[config.mk]
export PLATFORM = sky130hd
export DESIGN_NAME = repdet_history
export DESIGN_NICKNAME = d
export VERILOG_FILES = /design/src/hw/vchess_pkg.sv /design/src/hw/repdet_history.sv
export VERILOG_INCLUDE_DIRS = /design/src /design/src/hw
export SDC_FILE = /design/constraint.sdc
export NUM_CORES = 1
export LEC_CHECK = 0
export ABC_AREA = 0
export BUFFER_PORTS_ARGS = -buffer_cell sky130_fd_sc_hd__buf_2
export CORE_AREA = 4 4 211 213
export CTS_CLUSTER_DIAMETER = 100
export DETAILED_ROUTE_END_ITERATION = 7
export DIE_AREA = 0 0 215 217
export HOLD_SLACK_MARGIN = 0.1
export PLACE_DENSITY = 0.3
export SLEW_MARGIN = 20
export SYNTH_ARGS = -nofsm -noshare
export SYNTH_HDL_FRONTEND = slang
export SYNTH_SLANG_ARGS = --single-unit
[constraint.sdc]
create_clock -name clk -period 5 [get_ports clk]
set_input_delay 1 -clock clk [delete_from_list [all_inputs] [get_ports clk]]
set_output_delay 1 -clock clk [all_outputs]
set_load 0.01 [all_outputs]
[src/hw/vchess_macros.svh]
`ifndef VCHESS_MACROS_SVH
`define VCHESS_MACROS_SVH

// Packed board, 64 squares of 4 bits each
`define BOARD_WIDTH 256

// One rights bit per rook
`define CASTLE_WIDTH 4

// Table word holds castle mask above board
`define ENTRY_WIDTH (`BOARD_WIDTH + `CASTLE_WIDTH)

// History address bits
`define REPDET_WIDTH 7
`define REPDET_COUNT (1 << `REPDET_WIDTH)

// Depth reaches REPDET_COUNT when full, so one extra bit
`define REPDET_DEPTH_WIDTH (`REPDET_WIDTH + 1)

`endif

[src/hw/vchess_pkg.sv]
`include "vchess_macros.svh"

package vchess_pkg;

   // Full board, compared bit for bit
   typedef logic [`BOARD_WIDTH-1:0] board_t;

   // KQkq rights
   typedef logic [`CASTLE_WIDTH-1:0] castle_t;

   // {castle, board} as stored in the history table
   typedef logic [`ENTRY_WIDTH-1:0] entry_t;

   // History table index
   typedef logic [`REPDET_WIDTH-1:0] hist_addr_t;

   // Scanner control
   typedef enum logic [1:0] {
      S_IDLE,
      S_SCAN,   // One read issued per cycle
      S_DRAIN,  // Last read retires
      S_DONE    // Result goes out next edge
   } scan_state_t;

endpackage

[src/hw/repdet_history.sv]
`timescale 1ns/1ns
`include "vchess_macros.svh"

module repdet_history
   import vchess_pkg::*;
(
   input  logic                           clk,
   input  logic                           arst_n,
   input  board_t                         push_board,
   input  castle_t                        push_castle,
   input  logic                           push_valid,     // Move played
   input  logic                           pop_valid,      // Move taken back
   input  logic                           clear_history,  // New game
   output board_t                         wr_board,
   output castle_t                        wr_castle,
   output hist_addr_t                     wr_addr,
   output logic                           wr_en,
   output logic [`REPDET_DEPTH_WIDTH-1:0] depth,          // Plies in the table
   output logic                           full
);

   logic do_push;

   assign full = (depth == `REPDET_COUNT);

   // Clear beats push, push into a full table is dropped
   assign do_push = push_valid && !clear_history && !full;

   // New entry lands at the current depth in this cycle
   assign wr_en     = do_push;
   assign wr_addr   = depth[`REPDET_WIDTH-1:0];
   assign wr_board  = push_board;
   assign wr_castle = push_castle;

   always_ff @(posedge clk or negedge arst_n)
   begin
      if (!arst_n)
         depth <= '0;
      else if (clear_history)
         depth <= '0;
      else if (push_valid)
      begin
         if (!full)
            depth <= depth + 1'b1;
      end
      else if (pop_valid && (depth != '0))  // Pop at zero is a no-op
         depth <= depth - 1'b1;
   end

   // Counter never runs past table size
   a_depth_bound: assert property (@(posedge clk) disable iff (!arst_n)
      depth <= `REPDET_COUNT);

endmodule

* Word level (Yosys, flattened, before mapping)
Cells that the tools add are included.
** Storage, ports and cells
- Input port bits :: 265
- Register bits :: 8
** Cells by class
- Reductions and logical operators :: 8
- Multiplexer cells :: 4
- Add/sub/neg operators :: 2
- Equality and inequality tests :: 2
** Operator list (count)
- $mux W8 :: 4
- $add A8 B1 Y8 const B :: 1
- $eq A8 B8 Y1 const B :: 1
- $reduce_bool A8 Y1 :: 1
- $sub A8 B1 Y8 const B :: 1
- $logic_and A1 B1 Y1 :: 3
- $ne A3 B3 Y1 const B :: 1
- $reduce_bool A3 Y1 :: 1
- $logic_not A1 Y1 :: 2
- $reduce_and A2 Y1 :: 1

* Depth between registers and ports, before layout
- Word-level depth :: 5
- Depth in mapped cells :: 7

* Least setup slack after synthesis
Ideal clock, no wire load.
- Path kind :: input to register
- Start point :: in push_valid
- End point :: reg depth[7]
- Buffers on the path :: 0
- Slack :: 2.476 ns
- Required time :: 4.896 ns
- Arrival :: 2.420 ns
- Stages :: 7
- Cell sequence :: inv_1 -> ha_1 -> a211oi_1 -> o31ai_1 -> a2111o_1 -> o31a_1 -> o311ai_1
** On the way
- Longest elaborated chain between the ends :: 2
** Ends and longest elaborated chain
- start, declared :: line repdet_history.sv:11 : input logic push_valid,
- $ne A3 B3 Y1 (no line) (tied with other cells)
- $reduce_and A2 Y1 (no line) or $mux W8 (tied branches)
- end signal, assigned :: line repdet_history.sv:44 : depth <= depth + 1'b1;
- end signal, assigned :: line repdet_history.sv:47 : depth <= depth - 1'b1;
- end, declared :: line repdet_history.sv:18 : output logic [`REPDET_DEPTH_WIDTH-1:0] depth,
Several ways; a longest one is shown, not always the timed one.
A chain may end at the register's enable or synchronous reset.

* Worst setup path in the final report
- Start point :: reg depth[3]
- End point :: out wr_en
** On the way
- Longest elaborated chain between the ends :: 3
** Ends and longest elaborated chain
- $eq A8 B8 Y1 (no line)
- $logic_not A1 Y1
- $logic_and A1 B1 Y1 :: line repdet_history.sv:27 : assign do_push = push_valid && !clear_history && !full;
- end, declared :: line repdet_history.sv:17 : output logic wr_en,
Every way passes these cells.

==> flow_summary.json <==
{
  "status": "completed",
  "async_flop_share_pct": 100.0,
  "tightest_slew_ns": 0.8952,
  "area_growth_pct": -42.90,
  "grt_max_degree": 16,
  "yosys.area.top_type_share_pct": 74.37,
  "synth_top_area_cell": "buf_4",
  "cp-end-kind": "primary output",
  "clk_latency_ns": 0.23,
  "cts-resized-gates": 0,
  "largest_reg_flops": 8,
  "yosys_register_bits": 8,
  "vias": 1092,
  "nets": 370,
  "routed_wl_mm": 9.459,
  "finalPower_mw": 0.5842,
  "clock-sinks": 8,
  "hold_viol": 0,
  "rsz0062_at_grt": "no",
  "placed_area_um2": 1464,
  "fmax_mhz": 318.7,
  "fp.coreArea_um2": 42700,
  "synth_area_per_cell_um2": 7.903,
  "ctsHtreeMaxLevel": 1,
  "clkPwrFrac_pct": 23.3,
  "fin_worst_skew_ns": 0.002995,
  "grt.overflow.total": 0,
  "switching_share_pct": 45.18,
  "critPathKind": "reg -> out",
  "grt_pass1_wl_mm": 11.76,
  "synth_nets": 613,
  "p_switching_mw": 0.2640,
  "cp.required_ns": 4.00,
  "hp-class": "in -> async",
  "drt_first_iter_violations": 23,
  "seq_power_share_pct": 25.5,
  "critical_path_peak_fanout": 5,
  "cp.arrival_ns": 2.14,
  "synthFlopType": "dfrtp_1",
  "crit_chain": "or4_4 > nor3_1 > nor2_1 > buf_2",
  "vias_per_cell": 1.701,
  "synthCells": 341,
  "slew_headroom_pct": 40.11,
  "port_buffers": 21,
  "post-route-min-period_ns": 3.138,
  "clock_path_buffers": 2,
  "irDropWorstVdd_uv": 87.29,
  "crit_path_max_incr_delay_ns": 0.61,
  "clk_pin_slew_worst_paths_ns": 0.04,
  "dp_hpwl_mm": 8.011,
  "start_util_pct": 6.312,
  "gp_congestion": 0.6401,
  "startpoint_type": "flip-flop",
  "cell_internal_pwr_mw": 0.3203,
  "antenna_found_initial": 1,
  "cts_buffers": 3,
  "antenna_left": 0,
  "io_pins": 542,
  "yosys_warnings": 0,
  "p_per_area_nw_per_um2": 379.6,
  "synth_cell_types": 32,
  "setup_viol": 0,
  "die_area_um2": 46660,
  "slowest_stage": "or4_4",
  "fin_area_um2": 1539,
  "top_regs": "depth: 8 flops",
  "cellLeakagePower_nw": 0.4399,
  "drc": 0,
  "cts_tree": "yes",
  "wire_per_inst_um": 14.73,
  "drv_cap": 0,
  "die_h_um": 217,
  "tns_ns": 0,
  "die_width_um": 215,
  "grt_usage_pct": 3.829,
  "ys_top_cells_by_area": "buf_4 74%, dfrtp_1 7.4%, ha_1 2.8%, nand2_1 1.1%, o41ai_4 1.0%",
  "n_antenna_cell": 0,
  "firstDrtPassIters": 3,
  "fp-row-count": 76,
  "final_layout_size_suffix_gt1_share_pct": 31.25,
  "combPwrFrac_pct": 51.1,
  "post_cts_buffers": 0,
  "ys_seq_area_share_pct": 7.428,
  "synth-edff-count": 0,
  "grt_pass1_vias": 1260,
  "largest_register": "depth",
  "synth_area_um2": 2695,
  "finalCritPeriodShare_pct": 62.76,
  "cts-root-buf": "clkbuf_16",
  "finalMaxSlewViolations": 0,
  "cts_hold_buf": 0
}
## worst max-delay path: cells and delay by family, from the launching register on
| family | cells | cell delay [ns] |
|---|---|---|
| and+or+nand+nor | 3 | 1.29 |
| DFF | 1 | 0.46 |
| buffers and inverters | 1 | 0.17 |
## power groups by stage
stage / registers, mW / clock network [mW] / logic [mW]
floorplan: 0.134 / 0 / 0.432
global placement: 0.160 / 0 / 0.313
detailed placement: 0.159 / 0 / 0.309
CTS: 0.158 / 0.142 / 0.309
global route: 0.162 / 0.146 / 0.339
finish: 0.149 / 0.136 / 0.299
## placed cells by master (no fill, tap or decap), types with 2 or more instances in the layout
cell and instances:
nand2_1 8, a21oi_1 3, nor2_1 4, o41ai_1 3, inv_1 5, o31ai_1 3, dfrtp_1 8, ha_1 6
nor2b_1 2, buf_2 21, a211oi_1 2, o21bai_1 2, o31a_1 2, clkbuf_16 3, o21ai_0 3, or3_2 2
nor3_1 2, o21a_1 3, xor2_1 2
## kinds of logic after synthesis
| logic type | Yosys count | share of synthesized area [%] |
|---|---|---|
| adders and majority gates | 7 | 3.528 |
| xor gates and xnor gates | 2 | 0.6501 |
| DFF | 8 | 7.428 |
| AOI/OAI and AO/OA | 27 | 8.217 |
| and+or+nand+nor | 22 | 4.178 |
| muxes | 1 | 0.3714 |
| buffers and inverters | 274 | 75.63 |
## final cells by class
| cell class | count | area [um^2] |
|---|---|---|
| sequential | 8 | 200.2 |
| clock buffer | 3 | 75.07 |
| fill | 5024 | 41160 |
| timing repair buffer | 21 | 105.1 |
| inverter | 5 | 18.77 |
| tap | 546 | 683.2 |
| multi-input combinational | 59 | 456.7 |
## layer usage
layer	share of wire (%)	vias up	wire length, um	track usage (%)
li1	-	331	-	-
met3	24	134	2249	4.133
met5	0	-	0	0
met4	15	0	1411	5.390
met2	40	255	3789	5.086
met1	21	372	2009	2.341
## path summary, 6_finish.rpt
kind	start	end	slack, ns	depth (start not counted)
max	depth[3]$_DFFE_PN0P_	wr_en	1.86	4
min	arst_n	depth[2]$_DFFE_PN0P_	0.63	1
max reg2reg	depth[3]$_DFFE_PN0P_	depth[7]$_DFFE_PN0P_	2.59	5
min reg2reg	depth[7]$_DFFE_PN0P_	depth[7]$_DFFE_PN0P_	0.63	2
max in group asynchronous	arst_n	depth[3]$_DFFE_PN0P_	4.18	1
min in group clk	depth[7]$_DFFE_PN0P_	depth[7]$_DFFE_PN0P_	0.63	2
## cell usage after synthesis, types with 3 or more instances
| cell type | number |
|---|---|
| dfrtp_1 | 8 |
| nand2_1 | 8 |
| o21a_1 | 3 |
| o41ai_1 | 3 |
| ha_1 | 6 |
| o21ai_0 | 3 |
| nor2_1 | 4 |
| o31ai_1 | 3 |
| buf_4 | 267 |
| inv_1 | 5 |
| a21oi_1 | 3 |
## through the flow
step                setup WS (ns)  hold slack [ns]  utilization [%]  std cells
global route                1.714           0.6358            3.605        642
CTS                         1.781           0.6254            3.605        642
finish                      1.862           0.6258            3.605        642
floorplan                   2.476           0.5531                -        341
global placement            2.067           0.6224            3.429        639
detailed placement          2.036           0.6158            3.429        639
Power figures use the tool's default switching activity.
